--- src/include/krv_dbg_defines.svh ---
//------------------------------
// debug trigger unit constants
// widths, trigger count, debug register numbers, tdata1 fields
//------------------------------

`ifndef KRV_DBG_DEFINES_SVH
`define KRV_DBG_DEFINES_SVH

// datapath
`define KRV_ADDR_WIDTH		32	// address and data width
`define KRV_NUM_TRIGGERS	2	// hardware triggers, 4 also supported

// debug register access port
`define KRV_REGNO_WIDTH		12
`define KRV_REG_TSELECT		12'h7a0
`define KRV_REG_TDATA1		12'h7a1
`define KRV_REG_TDATA2		12'h7a2

// tdata1 bit positions
`define KRV_TD1_LOAD		0
`define KRV_TD1_STORE		1
`define KRV_TD1_EXEC		2
`define KRV_TD1_MATCH_LO	7	// two-bit match field starts here

`endif

--- src/logic/krv_dbg_pkg.sv ---
//------------------------------
// debug trigger unit types
// shared by the RTL and the testbench
//------------------------------

`include "krv_dbg_defines.svh"

package krv_dbg_pkg;

	// value 1 is unused and compares as equal
	typedef enum logic [1:0] {
		MATCH_EQ = 2'd0,
		MATCH_GE = 2'd2,
		MATCH_LT = 2'd3
	} match_mode_e;

	typedef enum logic [2:0] {
		CAUSE_NONE    = 3'd0,
		CAUSE_EBREAK  = 3'd1,
		CAUSE_TRIGGER = 3'd2
	} dbg_cause_e;

	typedef logic [$clog2(`KRV_NUM_TRIGGERS)-1:0] trig_idx_t;	// trigger number

endpackage

--- src/logic/dbg_ifs.sv ---
//------------------------------
// trigger config and execute-stage
// observation interfaces
//------------------------------

`timescale 1ns/1ns

`include "krv_dbg_defines.svh"

// one trigger's configuration, levels only
interface trig_cfg_if import krv_dbg_pkg::*; ();
	logic				exec_en;
	logic				load_en;
	logic				store_en;
	match_mode_e			match_mode;
	logic [`KRV_ADDR_WIDTH-1:0]	match_addr;

	modport source (
		output exec_en, load_en, store_en, match_mode, match_addr
	);

	modport sink (
		input  exec_en, load_en, store_en, match_mode, match_addr
	);
endinterface

// execute stage as seen by the triggers, no back-pressure
interface exec_obs_if;
	logic				ex_valid;	// one retiring instruction
	logic [`KRV_ADDR_WIDTH-1:0]	pc_ex;
	logic				load_ex;
	logic				store_ex;
	logic [`KRV_ADDR_WIDTH-1:0]	mem_addr_ex;

	modport observer (
		input  ex_valid, pc_ex, load_ex, store_ex, mem_addr_ex
	);
endinterface

--- src/logic/trigger_regs.sv ---
//------------------------------
// trigger registers
// tselect plus per-trigger tdata1/tdata2,
// reached through the debug register port
//------------------------------

`timescale 1ns/1ns

`include "krv_dbg_defines.svh"

module trigger_regs import krv_dbg_pkg::*; (
	input  logic				cpu_clk,
	input  logic				rst,
	input  logic				dbg_reg_access,
	input  logic				dbg_wr1_rd0,
	input  logic [`KRV_REGNO_WIDTH-1:0]	dbg_regno,
	input  logic [`KRV_ADDR_WIDTH-1:0]	dbg_write_data,
	output logic				dbg_read_data_valid,
	output logic [`KRV_ADDR_WIDTH-1:0]	dbg_read_data,
	trig_cfg_if.source			cfg [`KRV_NUM_TRIGGERS]
);

	trig_idx_t			tselect;
	logic				exec_en_q  [`KRV_NUM_TRIGGERS];
	logic				load_en_q  [`KRV_NUM_TRIGGERS];
	logic				store_en_q [`KRV_NUM_TRIGGERS];
	match_mode_e			match_q    [`KRV_NUM_TRIGGERS];
	logic [`KRV_ADDR_WIDTH-1:0]	tdata2_q   [`KRV_NUM_TRIGGERS];
	logic				wr_en;
	logic [`KRV_ADDR_WIDTH-1:0]	rd_word;

	assign wr_en = dbg_reg_access & dbg_wr1_rd0;

	// tselect and the tdata1 fields
	always_ff @(posedge cpu_clk) begin
		if (rst) begin
			tselect <= '0;
			for (int i = 0; i < `KRV_NUM_TRIGGERS; i++) begin
				exec_en_q[i]  <= 1'b0;
				load_en_q[i]  <= 1'b0;
				store_en_q[i] <= 1'b0;
				match_q[i]    <= MATCH_EQ;
			end
		end else if (wr_en) begin
			case (dbg_regno)
				`KRV_REG_TSELECT: begin
					if (dbg_write_data < `KRV_NUM_TRIGGERS)	// out of range dropped
						tselect <= trig_idx_t'(dbg_write_data);
				end
				`KRV_REG_TDATA1: begin
					exec_en_q[tselect]  <= dbg_write_data[`KRV_TD1_EXEC];
					load_en_q[tselect]  <= dbg_write_data[`KRV_TD1_LOAD];
					store_en_q[tselect] <= dbg_write_data[`KRV_TD1_STORE];
					match_q[tselect]    <=
						match_mode_e'(dbg_write_data[`KRV_TD1_MATCH_LO +: 2]);
				end
				default: ;
			endcase
		end
	end

	// match addresses
	always_ff @(posedge cpu_clk) begin
		if (wr_en && dbg_regno == `KRV_REG_TDATA2)
			tdata2_q[tselect] <= dbg_write_data;
	end

	// read mux on the selected trigger
	always_comb begin
		rd_word = '0;
		case (dbg_regno)
			`KRV_REG_TSELECT: rd_word[$bits(trig_idx_t)-1:0] = tselect;
			`KRV_REG_TDATA1: begin
				rd_word[`KRV_TD1_LOAD]           = load_en_q[tselect];
				rd_word[`KRV_TD1_STORE]          = store_en_q[tselect];
				rd_word[`KRV_TD1_EXEC]           = exec_en_q[tselect];
				rd_word[`KRV_TD1_MATCH_LO +: 2]  = match_q[tselect];
			end
			`KRV_REG_TDATA2: rd_word = tdata2_q[tselect];
			default: rd_word = '0;	// unknown regno reads zero
		endcase
	end

	// every access answers one cycle later
	always_ff @(posedge cpu_clk) begin
		if (rst)
			dbg_read_data_valid <= 1'b0;
		else
			dbg_read_data_valid <= dbg_reg_access;
	end

	always_ff @(posedge cpu_clk) begin
		if (dbg_reg_access)
			dbg_read_data <= dbg_wr1_rd0 ? '0 : rd_word;	// writes return zero
	end

	for (genvar g = 0; g < `KRV_NUM_TRIGGERS; g++) begin : g_cfg
		assign cfg[g].exec_en    = exec_en_q[g];
		assign cfg[g].load_en    = load_en_q[g];
		assign cfg[g].store_en   = store_en_q[g];
		assign cfg[g].match_mode = match_q[g];
		assign cfg[g].match_addr = tdata2_q[g];
	end

endmodule

--- src/logic/hw_trigger.sv ---
//------------------------------
// address-match trigger
// pc or load/store address, registered hit
//------------------------------

`timescale 1ns/1ns

`include "krv_dbg_defines.svh"

module hw_trigger import krv_dbg_pkg::*; (
	input  logic		cpu_clk,
	input  logic		rst,
	trig_cfg_if.sink	cfg,
	exec_obs_if.observer	obs,
	output logic		hit
);

	logic exec_match;
	logic load_match;
	logic store_match;

	// unsigned compare, unused mode falls back to equal
	function automatic logic addr_cmp(
		input match_mode_e			mode,
		input logic [`KRV_ADDR_WIDTH-1:0]	addr,
		input logic [`KRV_ADDR_WIDTH-1:0]	ref_addr
	);
		case (mode)
			MATCH_GE: return addr >= ref_addr;
			MATCH_LT: return addr <  ref_addr;
			default:  return addr == ref_addr;
		endcase
	endfunction

	assign exec_match  = cfg.exec_en & addr_cmp(cfg.match_mode, obs.pc_ex, cfg.match_addr);
	assign load_match  = cfg.load_en & obs.load_ex &
			     addr_cmp(cfg.match_mode, obs.mem_addr_ex, cfg.match_addr);
	assign store_match = cfg.store_en & obs.store_ex &
			     addr_cmp(cfg.match_mode, obs.mem_addr_ex, cfg.match_addr);

	always_ff @(posedge cpu_clk) begin
		if (rst)
			hit <= 1'b0;
		else
			hit <= obs.ex_valid & (exec_match | load_match | store_match);
	end

endmodule

--- src/logic/dbg_mode_ctrl.sv ---
//------------------------------
// debug mode controller
// entry on hit or ebreak, exit on dret
//------------------------------

`timescale 1ns/1ns

`include "krv_dbg_defines.svh"

module dbg_mode_ctrl import krv_dbg_pkg::*; (
	input  logic				cpu_clk,
	input  logic				rst,
	input  logic [`KRV_NUM_TRIGGERS-1:0]	hit,
	input  logic				ebreak,
	input  logic				dret,
	exec_obs_if.observer			obs,
	output logic				dbg_mode,
	output logic [`KRV_ADDR_WIDTH-1:0]	dpc,
	output dbg_cause_e			dbg_cause,
	output trig_idx_t			dbg_trigger
);

	logic [`KRV_ADDR_WIDTH-1:0]	pc_ex_q;	// pc of the instruction behind a hit
	trig_idx_t			hit_idx;

	always_ff @(posedge cpu_clk) begin
		pc_ex_q <= obs.pc_ex;
	end

	// lowest numbered trigger wins
	always_comb begin
		hit_idx = '0;
		for (int i = `KRV_NUM_TRIGGERS-1; i >= 0; i--) begin
			if (hit[i])
				hit_idx = trig_idx_t'(i);
		end
	end

	always_ff @(posedge cpu_clk) begin
		if (rst) begin
			dbg_mode    <= 1'b0;
			dpc         <= '0;
			dbg_cause   <= CAUSE_NONE;
			dbg_trigger <= '0;
		end else if (dbg_mode) begin
			if (dret)
				dbg_mode <= 1'b0;	// cause and dpc kept
		end else if (|hit) begin	// older instruction beats ebreak
			dbg_mode    <= 1'b1;
			dpc         <= pc_ex_q;
			dbg_cause   <= CAUSE_TRIGGER;
			dbg_trigger <= hit_idx;
		end else if (ebreak && obs.ex_valid) begin
			dbg_mode  <= 1'b1;
			dpc       <= obs.pc_ex;
			dbg_cause <= CAUSE_EBREAK;
		end
	end

endmodule

--- src/logic/dbg_trigger_unit.sv ---
//------------------------------
// debug trigger unit top
// registers, hardware triggers, debug mode
//------------------------------

`timescale 1ns/1ns

`include "krv_dbg_defines.svh"

module dbg_trigger_unit import krv_dbg_pkg::*; (
	input  logic				cpu_clk,
	input  logic				rst,
	// execute stage
	input  logic				ex_valid,
	input  logic [`KRV_ADDR_WIDTH-1:0]	pc_ex,
	input  logic				load_ex,
	input  logic				store_ex,
	input  logic [`KRV_ADDR_WIDTH-1:0]	mem_addr_ex,
	input  logic				ebreak,
	input  logic				dret,
	// debug register access
	input  logic				dbg_reg_access,
	input  logic				dbg_wr1_rd0,	// 1 write, 0 read
	input  logic [`KRV_REGNO_WIDTH-1:0]	dbg_regno,
	input  logic [`KRV_ADDR_WIDTH-1:0]	dbg_write_data,
	output logic				dbg_read_data_valid,
	output logic [`KRV_ADDR_WIDTH-1:0]	dbg_read_data,
	// debug state
	output logic				dbg_mode,
	output logic [`KRV_ADDR_WIDTH-1:0]	dpc,
	output dbg_cause_e			dbg_cause,
	output trig_idx_t			dbg_trigger
);

	logic [`KRV_NUM_TRIGGERS-1:0] hit;

	exec_obs_if u_obs ();
	trig_cfg_if u_cfg [`KRV_NUM_TRIGGERS] ();

	assign u_obs.ex_valid    = ex_valid;
	assign u_obs.pc_ex       = pc_ex;
	assign u_obs.load_ex     = load_ex;
	assign u_obs.store_ex    = store_ex;
	assign u_obs.mem_addr_ex = mem_addr_ex;

	trigger_regs u_trigger_regs (
		.cpu_clk		(cpu_clk),
		.rst			(rst),
		.dbg_reg_access		(dbg_reg_access),
		.dbg_wr1_rd0		(dbg_wr1_rd0),
		.dbg_regno		(dbg_regno),
		.dbg_write_data		(dbg_write_data),
		.dbg_read_data_valid	(dbg_read_data_valid),
		.dbg_read_data		(dbg_read_data),
		.cfg			(u_cfg)
	);

	for (genvar g = 0; g < `KRV_NUM_TRIGGERS; g++) begin : g_trig
		hw_trigger u_hw_trigger (
			.cpu_clk	(cpu_clk),
			.rst		(rst),
			.cfg		(u_cfg[g]),
			.obs		(u_obs),
			.hit		(hit[g])
		);
	end

	dbg_mode_ctrl u_dbg_mode_ctrl (
		.cpu_clk	(cpu_clk),
		.rst		(rst),
		.hit		(hit),
		.ebreak		(ebreak),
		.dret		(dret),
		.obs		(u_obs),
		.dbg_mode	(dbg_mode),
		.dpc		(dpc),
		.dbg_cause	(dbg_cause),
		.dbg_trigger	(dbg_trigger)
	);

endmodule

--- config.mk ---
export PLATFORM = sky130hd
export DESIGN_NAME = dbg_trigger_unit
export DESIGN_NICKNAME = d
export VERILOG_FILES = /design/src/logic/krv_dbg_pkg.sv /design/src/logic/dbg_ifs.sv /design/src/logic/trigger_regs.sv /design/src/logic/hw_trigger.sv /design/src/logic/dbg_mode_ctrl.sv /design/src/logic/dbg_trigger_unit.sv
export VERILOG_INCLUDE_DIRS = /design/src /design/src/include
export SDC_FILE = /design/constraint.sdc
export NUM_CORES = 1
export LEC_CHECK = 0
export BUFFER_PORTS_ARGS = -buffer_cell sky130_fd_sc_hd__buf_4
export CORE_UTILIZATION = 53
export CTS_CLUSTER_SIZE = 12
export DETAILED_ROUTE_END_ITERATION = 10
export PLACE_DENSITY = 0.85
export SYNTH_ARGS = -nofsm -noshare
export SYNTH_HDL_FRONTEND = slang
export SYNTH_SLANG_ARGS = --single-unit
--- constraint.sdc ---
create_clock -name cpu_clk -period 13.5 [get_ports cpu_clk]
set_clock_uncertainty 0.1 [all_clocks]
set_input_delay 2.7 -clock cpu_clk [delete_from_list [all_inputs] [get_ports cpu_clk]]
set_output_delay 2.7 -clock cpu_clk [all_outputs]
set_load 0.01 [all_outputs]
======== After elaboration in Yosys (flattened, before gate mapping) ========
Memory sizes are Yosys's and may differ from the RTL's. A register that Yosys moved wholly into a read port is not among the register bits.
Index checks and enable logic that the tools add are counted.
storage, ports and cells
  memories kept ........................... 5
  output and inout bits ................... 70
  logic and storage cells ................. 114
  memory bits (writable) .................. 74
  bits in registers ....................... 105
  bits of input ports ..................... 117
operators by class
  muxes and demuxes ....................... 47
  bitwise gates (word level) .............. 19
  magnitude comparators ................... 9
  reductions and logical operators ........ 12
  equal/unequal tests ..................... 11
memories
  memory                     words  width  read ports  clocked after Yosys merged registers in  write ports  line                source
  u_trigger_regs.tdata2_q    2      32     3           1                                        1            trigger_regs.sv:28  logic [`KRV_ADDR_WIDTH-1:0] tdata2_q [`KRV_NUM_TRIGGERS];
  u_trigger_regs.match_q     2      2      3           1                                        2            trigger_regs.sv:27  match_mode_e match_q [`KRV_NUM_TRIGGERS];
  u_trigger_regs.exec_en_q   2      1      3           1                                        2            trigger_regs.sv:24  logic exec_en_q [`KRV_NUM_TRIGGERS];
  u_trigger_regs.load_en_q   2      1      3           1                                        2            trigger_regs.sv:25  logic load_en_q [`KRV_NUM_TRIGGERS];
  u_trigger_regs.store_en_q  2      1      3           1                                        2            trigger_regs.sv:26  logic store_en_q [`KRV_NUM_TRIGGERS];
operator list
  cell                                                                            count
  32-bit equality test                                                            4
  32-bit >= comparator                                                            4
  32-bit less-than comparator                                                     4
  32-bit two-way mux                                                              2
  12-bit by 11-bit equality test with 1-bit output (second input constant)        3
  1-bit two-way mux                                                               35
  32-bit by 2-bit less-than comparator with 1-bit output (second input constant)  1
  1-bit AND                                                                       13
  2-bit equality test (second input constant)                                     4
  1-bit case mux with 2 select lines                                              4
  2-bit case mux with 2 select lines                                              2
  3-bit two-way mux                                                               2
  2-bit OR reduction                                                              3
  1-bit bitwise OR                                                                4
  2-bit AND reduction                                                             2
  1-bit case mux with 3 select lines                                              1
  3-bit AND reduction                                                             1
  1-bit OR reduction                                                              3
  1-bit logical AND                                                               2
  2-bit two-way mux                                                               1
  1-bit inverter                                                                  2
  2-bit nonzero test                                                              1

======== Longest topological paths before layout ========
  word-level depth ........................ 7
  mapped depth ............................ 9
  depth with buffers taken out ............ 9

======== Hierarchy ========
A second synthesis with hierarchy kept.
second synthesis, totals
  cells, all modules ...................... 822
  area total of the unflattened synthesis .. 9479.1 um^2
modules (own cells, without submodules)
  module         area an instance (um^2)  cells an instance  instances  seq. area each (um^2)
  trigger_regs   4110.2                   233                1          3243.1
  hw_trigger     1600.3                   215                2          20.0
  dbg_mode_ctrl  2168.3                   159                1          1361.3

======== Worst setup path after synthesis ========
No wires, ideal clock.
  kind .................................... input to register
  start ................................... in dbg_regno[3]
  end ..................................... mem u_trigger_regs.tdata2_q[0][0] (netlist bit), enable pin
  setup slack ............................. 7.392 ns
  library setup time ...................... 0.461 ns
  stages .................................. 5
  buffers on the path ..................... 0
  arrival time ............................ 5.547 ns
  required time ........................... 12.939 ns
  path through ............................ nor4b_1 nand4b_1 nor2_1 nand2_1 nor3_1
on the way
  longest elaborated chain between the ends .. 4
ends and longest elaborated chain
  element                                                     line                    source
  start: declaration                                          dbg_trigger_unit.sv:24  input logic [`KRV_REGNO_WIDTH-1:0] dbg_regno,
  12-bit by 11-bit equality test with 1-bit output (no line)  -
  1-bit logical AND (no line)                                 -
  1-bit two-way mux                                           trigger_regs.sv:64      if (wr_en && dbg_regno == `KRV_REG_TDATA2)
  1-bit two-way mux (not written as such)                     trigger_regs.sv:65      tdata2_q[tselect] <= dbg_write_data;
  end: declaration                                            trigger_regs.sv:28
No other way between the ends.

======== Worst setup path in the final report ========
  start ................................... in mem_addr_ex[7]
  end ..................................... reg g_trig[0].u_hw_trigger.hit
on the way
  longest elaborated chain between the ends .. 6
  elaborated cells between the ends (all ways) .. 9
  classes of those cells .................. order compare: 2; eq/ne: 1; mux: 1; bitwise: 5
ends and longest elaborated chain
  element                                                    line                    source
  start: declaration                                         dbg_trigger_unit.sv:18  input logic [`KRV_ADDR_WIDTH-1:0] mem_addr_ex,
  32-bit less-than comparator, or another cell as far along  hw_trigger.sv:30        MATCH_LT: return addr < ref_addr;
  1-bit case mux with 2 select lines *                       hw_trigger.sv:28        case (mode)
  1-bit AND                                                  hw_trigger.sv:36        assign load_match = cfg.load_en & obs.load_ex &
  1-bit bitwise OR                                           hw_trigger.sv:45        hit <= obs.ex_valid & (exec_match | load_match | store_match);
  1-bit bitwise OR *                                         hw_trigger.sv:45
  1-bit AND *                                                hw_trigger.sv:45
  end signal: assignment                                     hw_trigger.sv:45
  end: declaration                                           hw_trigger.sv:15        output logic hit
Mark *: on every way between the ends. The rest lies on a longest branch, timed or not.
A chain may end at the register's enable or synchronous reset.

==> metrics list <==
- Vias post-DR: 7679
* Clock tree root driver cell: sky130_fd_sc_hd__clkbuf_16
- The worst path needs 4.65 ns of the cycle, external delays included.
- Distinct cell type count after synthesis: 44
* # clock sinks: 179
* Half-perimeter wire length of the detailed placement result: 19200 um
* Summed negative setup slack over all endpoints: 0 ns
- Post-synth top cells: sky130_fd_sc_hd__ha_1, sky130_fd_sc_hd__edfxtp_1, sky130_fd_sc_hd__nor2_1
* Cell count of the worst reg-to-reg path: 9
- Die Wd: about 140 um
- Yosys attributes the largest share of cell area to sky130_fd_sc_hd__edfxtp_1, sky130_fd_sc_hd__ha_1, sky130_fd_sc_hd__dfxtp_1.
- Summed over all layers, the global routing overflow is 0.
- The filler cells instantiated in the layout total 1349.
- The clock tree synthesis step divided the H-tree into 4 levels.
- Vias in the first global route: 7358
- The tool flagged a number of max-cap violations equal to 0.
- The most critical setup path has its startpoint at mem_addr_ex[7].
- Warning count from the yosys run: 0
* Multi-input combinational cell area: 0.00443 mm2
- Count of final max-slew check failures: 0
- The initial antenna violation count is 0.
- Post-Syn Area: 0.00944 mm2
* Clk buf depth: 2
- Category of the most critical setup path: in -> reg
- STA classifies the critical path startpoint as a primary input.
- Buffers inserted during clock tree synthesis total 17.
- Fraction of layout cells with a size suffix above 1: 22.0%
- Post-route fraction of the period consumed by the critical path: 34.4%
- Outcome: finished clean
- Number of synthesized flops with an enable pin: 106
* Drt total wl: 25200 um
- In the routed design, unresolved DRC markers number 0.
- First-pass GRT wire length: 38400 um
- In the final layout, flip-flops and latches occupy 0.00465 mm2.
- The later pin in the worst-skew pair is clocked with a latency of 0.43 ns.
- Along the worst path, the maximum fanout reaches 3.
- Compared with the post-synthesis result, the final layout area differs by 23.4%.
* Chip height: 135 um
- During placement, the flow inserted port buffers numbering ~190.
* Portion of the post-synthesis area used by sequential elements: about half
- By instance count, the leading cell after synthesis is sky130_fd_sc_hd__ha_1.
- Area inside the core boundary: 0.0174 mm2
- The worst pin sits at a relative slew slack of 18.7%.
* Worst ir drop on vdd: 0.0956 mV
- For this run, the top clock speed supported by timing is 0.215 GHz.
- For this design the ratio of total power to cell area is between 100 and 150 mW/mm2.
* Synth Net Count: 1138
- At the end of routability-driven placement, the weighted congestion stood at roughly 0.94.
- In this run the critical register-to-register path is launched from u_trigger_regs.tdata2_q[0][5].
- The first routing iteration left 563 violations.
- RSZ-0062 raised after global routing: false
- Entering global routing, the biggest net connects 66 pins.
- Post-synthesis area per instance: around 11 um2
- Among all flip-flop cells after synthesis, the most frequent one is sky130_fd_sc_hd__edfxtp_1.
* TritonCTS clock tree: done
* Overall routing resource usage: about 28%
- The die covers 0.0183 mm2.
- Count of antenna diodes in the layout: 0
- End point of the critical path: g_trig[0].u_hw_trigger.hit
- Leakage power total: 5.00 nW
* Cells after Synth: ~900
- Fraction of post-synthesis cell area in the top cell type by area: 33.7%
* Required time at the worst-slack endpoint: 13.76 ns
* I/O pins: around 190
* Cell type with the highest aggregate area in the netlist: sky130_fd_sc_hd__edfxtp_1
* Number of flip-flops and latches in the synthesized netlist: ~180
* Slew at the pin closest to its max-slew limit: 1.22 ns
- In this run the critical register-to-register path is captured at g_trig[0].u_hw_trigger.hit.
* Layout net count: 1316
* FP Rows: 48
- For this configuration, the core starts out at a cell density of a little over half.
* Worst path arrival time: 4.91 ns
* Antenna Violating Nets Remaining: 0
- Dividing the detail-routed via count by the number of cells gives a little under 6.
- After clock tree synthesis, the clock-pin slew on the worst setup and hold paths is 0.06 ns.
- On the final layout, the worst hold slack is 0.378 ns.
- For this design, the CTS-stage hold fixing added 0 buffers.
- Final hold vios: 0
- Once the clock tree was built, the resizer swapped 0 gates to a different size.
- Element type at the critical path end: flip-flop
- After detailed routing, the average wire length per cell comes to 19.3 um.
- Slack of the worst reg-to-reg path: ~11 ns
* First-pass detailed-route iteration total: 5
- Of all flip-flops after synthesis, the portion carrying an async set or reset was 0%.
- Once the clock tree was built, the setup fixing pass inserted 0 buffers.
- The tightest min-delay check is of the reg -> reg type.
- Setup Viol. Count Final: 0
## power breakdown
group          switching (W)  internal (W)
clock               0.000216      0.000294
combinational      0.0000737     0.0000682
sequential         0.0000109      0.000596
## worst min path at each step
stage | startpoint | endpoint | slack (ns) | cells after the start
2_1_floorplan | u_dbg_mode_ctrl.pc_ex_q[0] | u_dbg_mode_ctrl.dpc[0] | 0.36 | 2
3_3_place_gp | u_dbg_mode_ctrl.pc_ex_q[26] | u_dbg_mode_ctrl.dpc[26] | 0.36 | 2
3_5_place_dp | u_dbg_mode_ctrl.pc_ex_q[16] | u_dbg_mode_ctrl.dpc[16] | 0.37 | 2
4_1_cts | u_dbg_mode_ctrl.pc_ex_q[16] | u_dbg_mode_ctrl.dpc[16] | 0.38 | 2
5_1_grt | u_dbg_mode_ctrl.pc_ex_q[3] | u_dbg_mode_ctrl.dpc[3] | 0.40 | 2
6_report | u_dbg_mode_ctrl.pc_ex_q[16] | u_dbg_mode_ctrl.dpc[16] | 0.38 | 2
## critical path, stage by stage
cell and delay, ns:
sky130_fd_sc_hd__buf_4 0.12, sky130_fd_sc_hd__ha_1 0.33, sky130_fd_sc_hd__a21oi_2 0.15, sky130_fd_sc_hd__o21ai_1 0.12, sky130_fd_sc_hd__o2bb2ai_1 0.14, sky130_fd_sc_hd__or4_4 0.51
sky130_fd_sc_hd__a32o_1 0.21, sky130_fd_sc_hd__or4_1 0.47, sky130_fd_sc_hd__a21oi_1 0.15
## cells in the final DEF, fill, tap and decap left out, types with 5 or more instances in the layout
cell type | Yosys | final
sky130_fd_sc_hd__a311oi_1 | 32 | 32
sky130_fd_sc_hd__clkbuf_16 | 0 | 17
sky130_fd_sc_hd__nor3_1 | 7 | 6
sky130_fd_sc_hd__dfxtp_1 | 73 | 72
sky130_fd_sc_hd__or2_2 | 6 | 6
sky130_fd_sc_hd__nor2_1 | 79 | 77
sky130_fd_sc_hd__o211ai_1 | 6 | 6
sky130_fd_sc_hd__edfxtp_1 | 106 | 106
sky130_fd_sc_hd__buf_4 | 1 | 189
sky130_fd_sc_hd__o22ai_1 | 5 | 5
sky130_fd_sc_hd__a21oi_1 | 67 | 66
sky130_fd_sc_hd__nand3_1 | 9 | 9
sky130_fd_sc_hd__mux2i_1 | 38 | 38
sky130_fd_sc_hd__and2_1 | 12 | 12
sky130_fd_sc_hd__inv_1 | 73 | 73
sky130_fd_sc_hd__nor4_1 | 14 | 14
sky130_fd_sc_hd__nand2_1 | 76 | 76
sky130_fd_sc_hd__o21ai_0 | 46 | 46
sky130_fd_sc_hd__ha_1 | 128 | 128
sky130_fd_sc_hd__nand4_1 | 30 | 30
## registers in the layout (all words and copies together) (netlist names), 2 cells and up, named ones only
name / cells
g_trig.u_hw_trigger.hit: 2
u_dbg_mode_ctrl.dbg_cause: 2
u_dbg_mode_ctrl.dpc: 32
u_dbg_mode_ctrl.pc_ex_q: 32
u_trigger_regs.dbg_read_data: 32
u_trigger_regs.exec_en_q: 2
u_trigger_regs.load_en_q: 2
u_trigger_regs.match_q: 4
u_trigger_regs.store_en_q: 2
u_trigger_regs.tdata2_q: 64
## cell families (layout without fill, tap and decap cells)
kind of cell    count (synthesis)  after routing  synth area share (%)
compound gates                189            189                  12.7
fa+ha+maj                     128            128                  17.0
buf+inv                       103            294                  4.14
flops                         179            179                  49.2
mux                            38             38                  4.03
other cells                     1              1                0.0397
simple gates                  255            255                  13.0
## per-layer routing
metal	routed length, um	part of all wire, %	GRT usage (%)
met1	11000	44	37.6
met2	11800	47	44.7
met3	1860	7.4	5.42
met4	602	2.4	10.6
met5	0	0	0
## area by class of cell
class / instances / share of cell area (%)
Timing Repair Buffer: 189 / 12.2
Clock inverter: 14 / 1.50
Inverter: 73 / 2.35
Sequential cell: 179 / 39.9
Multi-Input combinational cell: 611 / 38.0
Tap cell: 225 / 2.42
Clock buffer: 18 / 3.68
## stage by stage
step	area, um2	cells	utilization (%)	total power [W]	setup WS, ns
after CTS	11600	1309	67.1	0.00126	8.89
after detailed placement	11000	1277	63.6	0.000760	8.48
final	11600	1309	67.1	0.00126	8.85
after floorplan	9440	893	-	0.000683	7.39
after global routing	11600	1309	67.1	0.00130	8.74
after global placement	11000	1277	63.6	0.000755	8.53
Note: power is estimated with default switching activity, not from simulation.
